`src/ghtPkg.sv`:
```
////////////////////
// global history table package
// table geometry, index fields, update and bank command structs
////////////////////

package ghtPkg;

    localparam int GhtIndexBits = 16;
    localparam int GhtBanks = 8;
    localparam int GhtRows = 32;
    localparam int GhtCols = 256;
    localparam int InitCycles = 32;

    typedef logic [GhtIndexBits-1:0] ghtIndexT;
    typedef logic [2:0] bankIdT;
    typedef logic [4:0] rowT;
    typedef logic [7:0] colT;
    typedef logic [GhtCols-1:0] rowDataT;

    // one update port request
    typedef struct packed {
        logic valid;
        ghtIndexT addr;
        logic val;
    } ghtWriteT;

    // write command for a single bank
    typedef struct packed {
        logic en;
        logic clear;
        rowT row;
        colT col;
        logic val;
    } bankWriteT;

    typedef enum logic {
        CtrlInit,
        CtrlRun
    } ctrlStateT;

    // bank from index bits 7:6 and 0
    function automatic bankIdT bankOf(ghtIndexT idx);
        return {idx[7:6], idx[0]};
    endfunction

    function automatic rowT rowOf(ghtIndexT idx);
        return idx[5:1];
    endfunction

    function automatic colT colOf(ghtIndexT idx);
        return idx[15:8];
    endfunction

endpackage

```
`src/ghtLookup.sv`:
```
////////////////////
// ght lookup
// registers ip xor history and picks the prediction bit
////////////////////

`timescale 1ns/1ps

module ghtLookup (
    input  logic                          clk,
    input  logic                          rst,
    input  logic                          readClkEn,
    input  ghtPkg::ghtIndexT              ipBits,
    input  ghtPkg::ghtIndexT              history,
    input  logic [ghtPkg::GhtBanks-1:0]   bankBits,
    output ghtPkg::rowT                   readRow,
    output ghtPkg::colT                   readCol,
    output logic                          pred,
    output logic                          predValid
);
    import ghtPkg::*;

    ghtIndexT indexReg;

    // index held while readClkEn is low
    always_ff @(posedge clk) begin
        if (rst) begin
            indexReg <= '0;
            predValid <= 1'b0;
        end else begin
            if (readClkEn) begin
                indexReg <= ipBits ^ history;
            end
            predValid <= readClkEn;
        end
    end

    // every bank reads the same row and column
    assign readRow = rowOf(indexReg);
    assign readCol = colOf(indexReg);

    assign pred = bankBits[bankOf(indexReg)];

endmodule

```
`config.mk`:
```
export PLATFORM = sky130hd
export DESIGN_NAME = ghtLookup
export DESIGN_NICKNAME = d
export VERILOG_FILES = /design/src/ghtPkg.sv /design/src/ghtLookup.sv
export SDC_FILE = /design/constraint.sdc
export NUM_CORES = 1
export LEC_CHECK = 0
export BUFFER_PORTS_ARGS = -buffer_cell sky130_fd_sc_hd__buf_2
export CAP_MARGIN = 20
export CORE_MARGIN = 2
export CORE_UTILIZATION = 36
export DETAILED_ROUTE_END_ITERATION = 12
export HOLD_SLACK_MARGIN = 0.02
export PLACE_DENSITY = 0.78
export SYNTH_ARGS = -nofsm -noshare
export SYNTH_HDL_FRONTEND = slang
export SYNTH_SLANG_ARGS = --single-unit
```
`constraint.sdc`:
```
create_clock -name clk -period 1.3 [get_ports clk]
set_clock_uncertainty 0.15 [all_clocks]
set_input_delay 0.13 -clock clk [delete_from_list [all_inputs] [get_ports clk]]
set_output_delay 0.13 -clock clk [all_outputs]
set_load 0.005 [all_outputs]
```
==> summary.txt <==
Power and ir drop
  – Max IR drop VDD: 522 uV
  – LEAKAGE: 0.643 nW
  – Final Power: 1.20 mW
  – Pwr dens: 839 nW/um2

Worst setup path
  – Largest fanout on the critical path: 3
  – Critical path launch point: indexReg[0]
  – Reg2reg start: indexReg[7]
  – RR Endpoint: indexReg[7]
  – Worst path arrival time: 1550 ps
  – Critical Path RT: 1020 ps
  – Worst R2R Setup Slack: 450 ps
  – CP Class: flip-flop to output port
  – Setup crit end kind: output port
  – R2R depth: 2
  – Critical path capture point: pred
  – CP startpoint kind: flip-flop

STA
  – Relative slew slack: 78.8%
  – Fmax: 0.545 GHz
  – Minimum clock period: 1830 ps
  – Setup ws final: -533 ps
  – Measured slew at the worst slew-check pin: 317 ps
  – Setup violators final: 1
  – RSZ-0062 raised after global routing: true
  – Final period util: 141%
  – Hold WS: 59.6 ps
  – Slew Viols, Final: 0
  – Setup TNS: -533 ps
  – Final Hold Viols: 0

Global routing
  – GR Util met1: 17.4%
  – Met2 GRT Util: 37.3%
  – Initial antenna violation count: 0
  – GR Util met3: 2.29%
  – GRT overflow: 0
  – Global-route wire length before repair: 3660 um
  – GR Util All Layers: 18.4%
  – Vias in the first global route: 899
  – Largest net degree at the start of global routing: 34
  – GRT busiest layer: met2

Placement
  – Port buffer count: 57
  – Placed insts: 155
  – Place WS: -227 ps
  – Placed Area: 1070 um2
  – Routability-driven placement congestion ratio: 0.561
  – DP HPWL: 1360 um

Hold path
  – Worst hold path class: input port to flip-flop

Routing
  – Starting DRC count in detailed routing: 5
  – Via count: 860
  – Routed wire length: 2350 um
  – DR DRC count: 0
  – Routed Antenna Nets: 0
  – Via density: 4.50
  – Drt pass-1 iters: 4
  – Wire length per cell: 12.3 um

CTS
  – CTS Buffer Depth: 2
  – CTS Sinks: 17
  – Root Driver: clkbuf_4
  – CTS buffer count: 3
  – H-tree Lvls: 1
  – CTS tree: built
  – Clk_lat worst skew: 280 ps
  – Clock Pin Slew Worst Setup and Hold Paths: 100 ps

Floorplan
  – Die area: 2780 um2
  – Number of top-level pins: 58
  – Core area: 2230 um2
  – Die Width: 52.7 um
  – Starting Density: 38.2%
  – Die height: 52.7 um
  – Row count: 17

Yosys
  – Yosys top cell by area: dfxtp_1
  – Most frequent cell after synthesis: dfxtp_1
  – Post-synthesis async set-or-reset flop share: 0%
  – Yosys warns: 0
  – Synthesized area per cell: 9.70 um2
  – Predominant post-synthesis flop cell: dfxtp_1
  – EDFF count, synth: 0
  – Mapped Nets: 131
  – Post-Synthesis Cells: 88
  – Yosys top cell area share: 39.9%
  – Post-Syn Area: 853 um2
  – Synthesized flop and latch total: 17
  – Register area share after synthesis: 39.9%
  – Top post-synthesis cells by area: dfxtp_1, xnor2_1, a211oi_1
  – Synth top cells by count: dfxtp_1, a211oi_1, nor2_1, xnor2_1, buf_4
  – Post-synth cell types: 10

Layout
  – Final cell count without fillers: 191
  – Number of diodes: 0
  – Layout cells sized above 1: 40.5%
  – Area grow syn2layout: 67.0%
  – Fin util: 63.8%
  – Finished Cell Area: 1430 um2
  – Final nets: 207

Outcome
  – Status: finished with violations
  – Failing checks: negative setup slack

Job
  – Max-Cap Viols: 0
report_power, final:
group | internal [mW] | leakage, nW | total (mW) | switching [mW]
sequential | 0.562 | 0.142 | 0.584 | 0.0218
combinational | 0.219 | 0.483 | 0.338 | 0.120
clock | 0.114 | 0.0177 | 0.273 | 0.159
total | 0.895 | 0.643 | 1.20 | 0.300
what timing repair did:
action	in CTS	in global routing
resized for setup	1	1
buffers inserted	0	0
endpoints found under the setup margin	1	1
endpoints found under the hold margin	16	0
hold buffers	32	0
cell families after synthesis:
| group | after synthesis | share of synthesized area [%] |
|---|---|---|
| buf+inv | 19 | 14.4 |
| xor+xnor | 16 | 16.4 |
| compound gates | 16 | 14.1 |
| flops | 17 | 39.9 |
| simple gates | 17 | 7.77 |
| mux | 3 | 7.48 |
layout by cell type, fill, tap and decap left out:
cell type       n
a211oi_1       16
buf_12          1
buf_2          56
buf_6           1
clkbuf_4        3
clkinv_2        1
dfxtp_1        16
dfxtp_4         1
dlygate4sd3_1  32
mux2_4          1
mux4_2          2
nor2_1         16
nor2b_1         1
xnor2_1        16
worst min-delay path by stage:
stage                     startpoint            to  slack [ps]  cells after the start
after floorplan            ipBits[0]   indexReg[0]         180                      2
after global placement    ipBits[12]  indexReg[12]         280                      3
after detailed placement   ipBits[1]   indexReg[1]         290                      3
after CTS                        rst     predValid          50                      2
after global routing             rst     predValid          80                      2
final                            rst     predValid          60                      2
registers in the layout, summed over array words and instances, names as in the netlist:
| register | cells |
|---|---|
| indexReg | 16 |
| predValid | 1 |
per-layer routing:
layer | wire length (um) | vias up
li1 | - | 439
met3 | 154 | 8
met2 | 1340 | 46
met5 | 0 | -
met4 | 68 | 0
met1 | 789 | 367
worst max-delay path, cell delays in order, from the launching register on:
cell and delay, ps:
dfxtp_4 370, mux4_2 500, mux2_4 290, buf_6 120
final cells by class:
| type | instances | area [um2] |
|---|---|---|
| Clock buffer | 3 | 22.5 |
| Clock inverter | 1 | 5.00 |
| Fill cell | 194 | 808 |
| Multi-Input combinational cell | 52 | 387 |
| Sequential cell | 17 | 344 |
| Tap cell | 28 | 35.0 |
| Timing Repair Buffer | 90 | 632 |
Power figures use the tool's default switching activity.
