### config.mk
export PLATFORM = sky130hd
export DESIGN_NAME = ghtUpdateCtrl
export DESIGN_NICKNAME = d
export VERILOG_FILES = /design/src/ghtPkg.sv /design/src/ghtUpdateCtrl.sv
export SDC_FILE = /design/constraint.sdc
export NUM_CORES = 1
export LEC_CHECK = 0
export BUFFER_PORTS_ARGS = -buffer_cell sky130_fd_sc_hd__buf_2
export CAP_MARGIN = 20
export CORE_MARGIN = 2
export CORE_UTILIZATION = 45
export DETAILED_ROUTE_END_ITERATION = 10
export PLACE_DENSITY_LB_ADDON = 0.25
export REMOVE_ABC_BUFFERS = 1
export SETUP_SLACK_MARGIN = 0.15
export SYNTH_ARGS = -nofsm -noshare
export SYNTH_HDL_FRONTEND = slang
export SYNTH_SLANG_ARGS = --single-unit
export TNS_END_PERCENT = 10
### constraint.sdc
create_clock -name clk -period 3.1 [get_ports clk]
set_input_delay 0.62 -clock clk [delete_from_list [all_inputs] [get_ports clk]]
set_output_delay 0.62 -clock clk [all_outputs]
set_load 0.05 [all_outputs]
### src/ghtPkg.sv
////////////////////
// global history table package
// table geometry, index fields, update and bank command structs
////////////////////

package ghtPkg;

    localparam int GhtIndexBits = 16;
    localparam int GhtBanks = 8;
    localparam int GhtRows = 32;
    localparam int GhtCols = 256;
    localparam int InitCycles = 32;

    typedef logic [GhtIndexBits-1:0] ghtIndexT;
    typedef logic [2:0] bankIdT;
    typedef logic [4:0] rowT;
    typedef logic [7:0] colT;
    typedef logic [GhtCols-1:0] rowDataT;

    // one update port request
    typedef struct packed {
        logic valid;
        ghtIndexT addr;
        logic val;
    } ghtWriteT;

    // write command for a single bank
    typedef struct packed {
        logic en;
        logic clear;
        rowT row;
        colT col;
        logic val;
    } bankWriteT;

    typedef enum logic {
        CtrlInit,
        CtrlRun
    } ctrlStateT;

    // bank from index bits 7:6 and 0
    function automatic bankIdT bankOf(ghtIndexT idx);
        return {idx[7:6], idx[0]};
    endfunction

    function automatic rowT rowOf(ghtIndexT idx);
        return idx[5:1];
    endfunction

    function automatic colT colOf(ghtIndexT idx);
        return idx[15:8];
    endfunction

endpackage

### src/ghtUpdateCtrl.sv
////////////////////
// ght update controller
// clear sweep after reset, routes two update ports to banks,
// one-entry save buffer for same-bank collisions
////////////////////

`timescale 1ns/1ps

module ghtUpdateCtrl (
    input  logic              clk,
    input  logic              rst,
    input  ghtPkg::ghtWriteT  write0,
    input  ghtPkg::ghtWriteT  write1,
    output logic              ready0,
    output logic              ready1,
    output ghtPkg::bankWriteT [ghtPkg::GhtBanks-1:0] bankCmd
);
    import ghtPkg::*;

    ctrlStateT state;
    rowT rowCnt;

    logic ready;
    logic acc0;
    logic acc1;
    logic collide;
    logic direct1;
    bankIdT bank0;
    bankIdT bank1;
    bankIdT savedBank;

    // save buffer
    logic savedValid;
    ghtIndexT savedAddr;
    logic savedVal;

    logic [GhtBanks-1:0] hitSaved;
    logic [GhtBanks-1:0] hit0;
    logic [GhtBanks-1:0] hit1;

    assign ready = (state == CtrlRun) && !savedValid;
    assign ready0 = ready;
    assign ready1 = ready;

    assign bank0 = bankOf(write0.addr);
    assign bank1 = bankOf(write1.addr);
    assign savedBank = bankOf(savedAddr);

    assign acc0 = ready && write0.valid;
    assign acc1 = ready && write1.valid;
    // port 1 loses to port 0 on the same bank
    assign collide = acc0 && acc1 && (bank0 == bank1);
    assign direct1 = acc1 && !collide;

    always_comb begin
        for (int k = 0; k < GhtBanks; k++) begin
            hitSaved[k] = savedValid && (savedBank == bankIdT'(k));
            hit0[k] = acc0 && (bank0 == bankIdT'(k));
            hit1[k] = direct1 && (bank1 == bankIdT'(k));
        end
    end

    always_comb begin
        for (int k = 0; k < GhtBanks; k++) begin
            bankCmd[k] = '0;
            if (state == CtrlInit) begin
                bankCmd[k].clear = 1'b1;
                bankCmd[k].row = rowCnt;
            end else if (hitSaved[k]) begin
                bankCmd[k].en = 1'b1;
                bankCmd[k].row = rowOf(savedAddr);
                bankCmd[k].col = colOf(savedAddr);
                bankCmd[k].val = savedVal;
            end else if (hit0[k]) begin
                bankCmd[k].en = 1'b1;
                bankCmd[k].row = rowOf(write0.addr);
                bankCmd[k].col = colOf(write0.addr);
                bankCmd[k].val = write0.val;
            end else if (hit1[k]) begin
                bankCmd[k].en = 1'b1;
                bankCmd[k].row = rowOf(write1.addr);
                bankCmd[k].col = colOf(write1.addr);
                bankCmd[k].val = write1.val;
            end
        end
    end

    always_ff @(posedge clk) begin
        if (rst) begin
            state <= CtrlInit;
            rowCnt <= '0;
            savedValid <= 1'b0;
        end else begin
            if (state == CtrlInit) begin
                rowCnt <= rowCnt + rowT'(1);
                if (rowCnt == rowT'(InitCycles - 1)) begin
                    state <= CtrlRun;
                end
            end
            // buffer drains the cycle after it fills
            savedValid <= collide;
        end
    end

    always_ff @(posedge clk) begin
        if (collide) begin
            savedAddr <= write1.addr;
            savedVal <= write1.val;
        end
    end

    oneSourcePerBank: assert property (
        @(posedge clk) disable iff (rst)
        ((hitSaved & hit0) | (hitSaved & hit1) | (hit0 & hit1)) == '0
    ) else $error("two update sources on one bank");

    savedStallsPorts: assert property (
        @(posedge clk) disable iff (rst)
        collide |=> (savedValid && !ready0 && !ready1) ##1 !savedValid
    ) else $error("save buffer did not stall and drain");

endmodule

==> flow_summary.toml <==
[place]
hpwl_um = 12600
dp_slack_ns = -0.0275
portBuffers = 167
place.gp.congestion = 0.989

[worst_setup_path]
crit_arrival_ns = 2.38
endpoint_kind = "output port"
critPathRequiredTime_ns = 2.48
worst_setup_path_start_kind = "primary input"
cpMaxStageDelayCell = "or4_4"
cpPeakStageDelay_ns = 0.57
crit_buf_inv = 3
crit_chain = "buf_2 > or3b_1 > buf_4 > or4_4 > a21oi_2 > buf_2"
path_max_fanout = 7
crit_top_cell = "buf_2"
path_delay_family = "simple AND/OR/NAND/NOR gates"
path_class = "primary input to output port"

[timing]
worst_slew_pin_slew_ns = 0.781
finalCriticalPeriod_ns = 3.00
rsz0062_at_grt = "true"
setup_viol = 0
drv_slew = 0
hold_viol = 0
finClkSkew_ns = 0.0129
max_slew_margin = 0.479
fmax_ghz = 0.333
min_period_over_period = 0.967
finalWorstSetupSlack_ns = 0.101

[detailed_routing]
drt-initial-drc-count = 732
dr.pass1.iters = 5
wirelength_um = 18300
drc = 0
wl_per_cell_um = 22.4
via_per_inst = 7.03
vias = 5747
final_antenna_net_count = 0

[clock_network]
clock_latency_ns = 0.30
clockBufferDepth = 2
ctsHtreeMaxLevel = 1
cts_tree = "built"
cts_sinks = 24
cts.clk_slew.worst_paths_ns = 0.12
cts_made_buffers = 3
root_buffer = "clkbuf_8"
cts_hold_buf = 0

[synth]
synthTopCellsByCount = "117 x o21ai_0, 71 x a221oi_1, 64 x clkbuf_1"
synth_ff_type = "edfxtp_1"
synth.most_common_cell = "o21ai_0"
synth_seq_cells = 24
synth_area_leader_cell = "a221oi_1"
synthCells = 591
synth_area_mm2 = 0.00405
synth.area.top_cells = "a221oi_1 15%, o21ai_0 14%, edfxtp_1 13%"
yosys_warnings = 0
synth_edf_count = 17
ys_seq_area_frac = 0.161
synth_top_area_share = 0.154
async_flop_share = 0
synth.avg_cell_area_um2 = 6.85
ys_types = 41

[global_route]
grt_pass1_wl_um = 27300
grt_max_degree = 59
antenna_found_initial = 0
gr-total-overflow = 0
first_global_vias = 5050
grt_use_total = 0.346

[die]
rows = 34
start_util = 0.464
core_area_mm2 = 0.00872
die_h_um = 98.9
die_w_um = 98.9
dieArea_mm2 = 0.00977
pin_count = 168

[final_layout]
num_antenna_cells = 0
syn2layout_area_growth_pct = 25.3
drive_above_1_share = 0.357
final_nets = 750
utilization = 0.582

[job]
drv_cap = 0

[pwr]
switchingPower_mw = 0.347
pwr_density_cell_mw_per_mm2 = 178
irDropWorstVdd_uv = 218
combPwrFrac = 0.303
leakage_nw = 1.89
swShare = 0.384
total_power_mw = 0.904
p_seq_frac = 0.386
p_int_mw = 0.557
clkPwrFrac = 0.311

[status]
outcome = "finished clean"

[min_path]
hp-class = "primary input to flop"
layout by cell type, fill, tap and decap left out, types with 3 or more instances in the layout:
| cell type | count |
|---|---|
| a211oi_2 | 7 |
| a21oi_1 | 46 |
| a221oi_1 | 71 |
| a32oi_1 | 36 |
| and2_0 | 3 |
| and2_1 | 10 |
| and2_2 | 3 |
| and3_1 | 6 |
| buf_2 | 158 |
| buf_4 | 58 |
| clkbuf_4 | 4 |
| clkbuf_8 | 3 |
| dfxtp_1 | 5 |
| edfxtp_1 | 17 |
| inv_1 | 5 |
| nand2_1 | 4 |
| nand3_1 | 5 |
| nor2_1 | 57 |
| nor2b_1 | 13 |
| o21ai_0 | 117 |
| o22ai_1 | 34 |
| o22ai_2 | 6 |
| or3_1 | 4 |
| or4_4 | 3 |
| xor2_1 | 5 |
path summary, 6_finish.rpt:
| path | from | end | slack (ns) | cells past startpoint |
|---|---|---|---|---|
| max | write1[8] | bankCmd[31] | 0.10 | 6 |
| min | write1[3] | savedAddr[2]$_DFFE_PP_ | 0.50 | 1 |
| min reg2reg | rowCnt[4]$_SDFFE_PP0N_ | rowCnt[4]$_SDFFE_PP0N_ | 0.55 | 2 |
| max reg2reg | state$_SDFF_PP0_ | rowCnt[3]$_SDFFE_PP0N_ | 1.26 | 6 |
kinds of logic (layout without fill, tap and decap cells):
group,Yosys count,after routing,share of synthesized area
AOI/OAI and AO/OA,321,321,0.533
and+or+nand+nor,124,124,0.158
xor gates and xnor gates,6,6,0.0130
buffers and inverters,112,230,0.124
adders and majority gates,2,2,0.00618
DFF,24,24,0.161
muxes,2,2,0.00494
sequential cells by signal, summed over array words and instances (netlist names):
register	count
savedAddr	16
state	1
savedVal	1
rowCnt	5
savedValid	1
area by class of cell:
type | count | area (µm²)
fill | 830 | 3650
multi-input combinational | 455 | 2930
timing repair buffer | 220 | 1260
sequential | 24 | 658
tap | 108 | 135
clock buffer | 4 | 66.3
inverter | 6 | 22.5
power by group through the flow:
stage / combinational, mW / sequential [mW] / clock [mW]
4_1_cts: 0.265 / 0.350 / 0.277
3_5_place_dp: 0.263 / 0.358 / 0
2_1_floorplan: 0.152 / 0.356 / 0
3_3_place_gp: 0.261 / 0.358 / 0
5_1_grt: 0.285 / 0.349 / 0.291
6_report: 0.274 / 0.349 / 0.281
per-stage QoR:
step | instance area, µm² | cells | setup TNS [ns] | hold slack, ns
after floorplan | 3570 | 485 | -158.52 | 0.494
after global placement | 4930 | 811 | 0 | 0.521
after detailed placement | 4930 | 811 | -0.0275 | 0.529
after CTS | 5030 | 815 | 0 | 0.508
after global routing | 5070 | 817 | 0 | 0.506
final | 5070 | 817 | 0 | 0.499
routing by layer:
| layer | wire [µm] | up-vias | GRT usage |
|---|---|---|---|
| met5 | 0 | - | 0 |
| met2 | 8150 | 526 | 0.533 |
| met3 | 2580 | 79 | 0.0546 |
| met4 | 712 | 0 | 0.152 |
| met1 | 6840 | 2587 | 0.475 |
| li1 | - | 2555 | - |
what timing repair did:
action	4_1_cts	5_1_grt
buffers inserted	0	2
gates resized for setup	9	15
pin swaps	0	1
endpoints found under the setup margin	87	100
(Power assumes the default switching activity.)
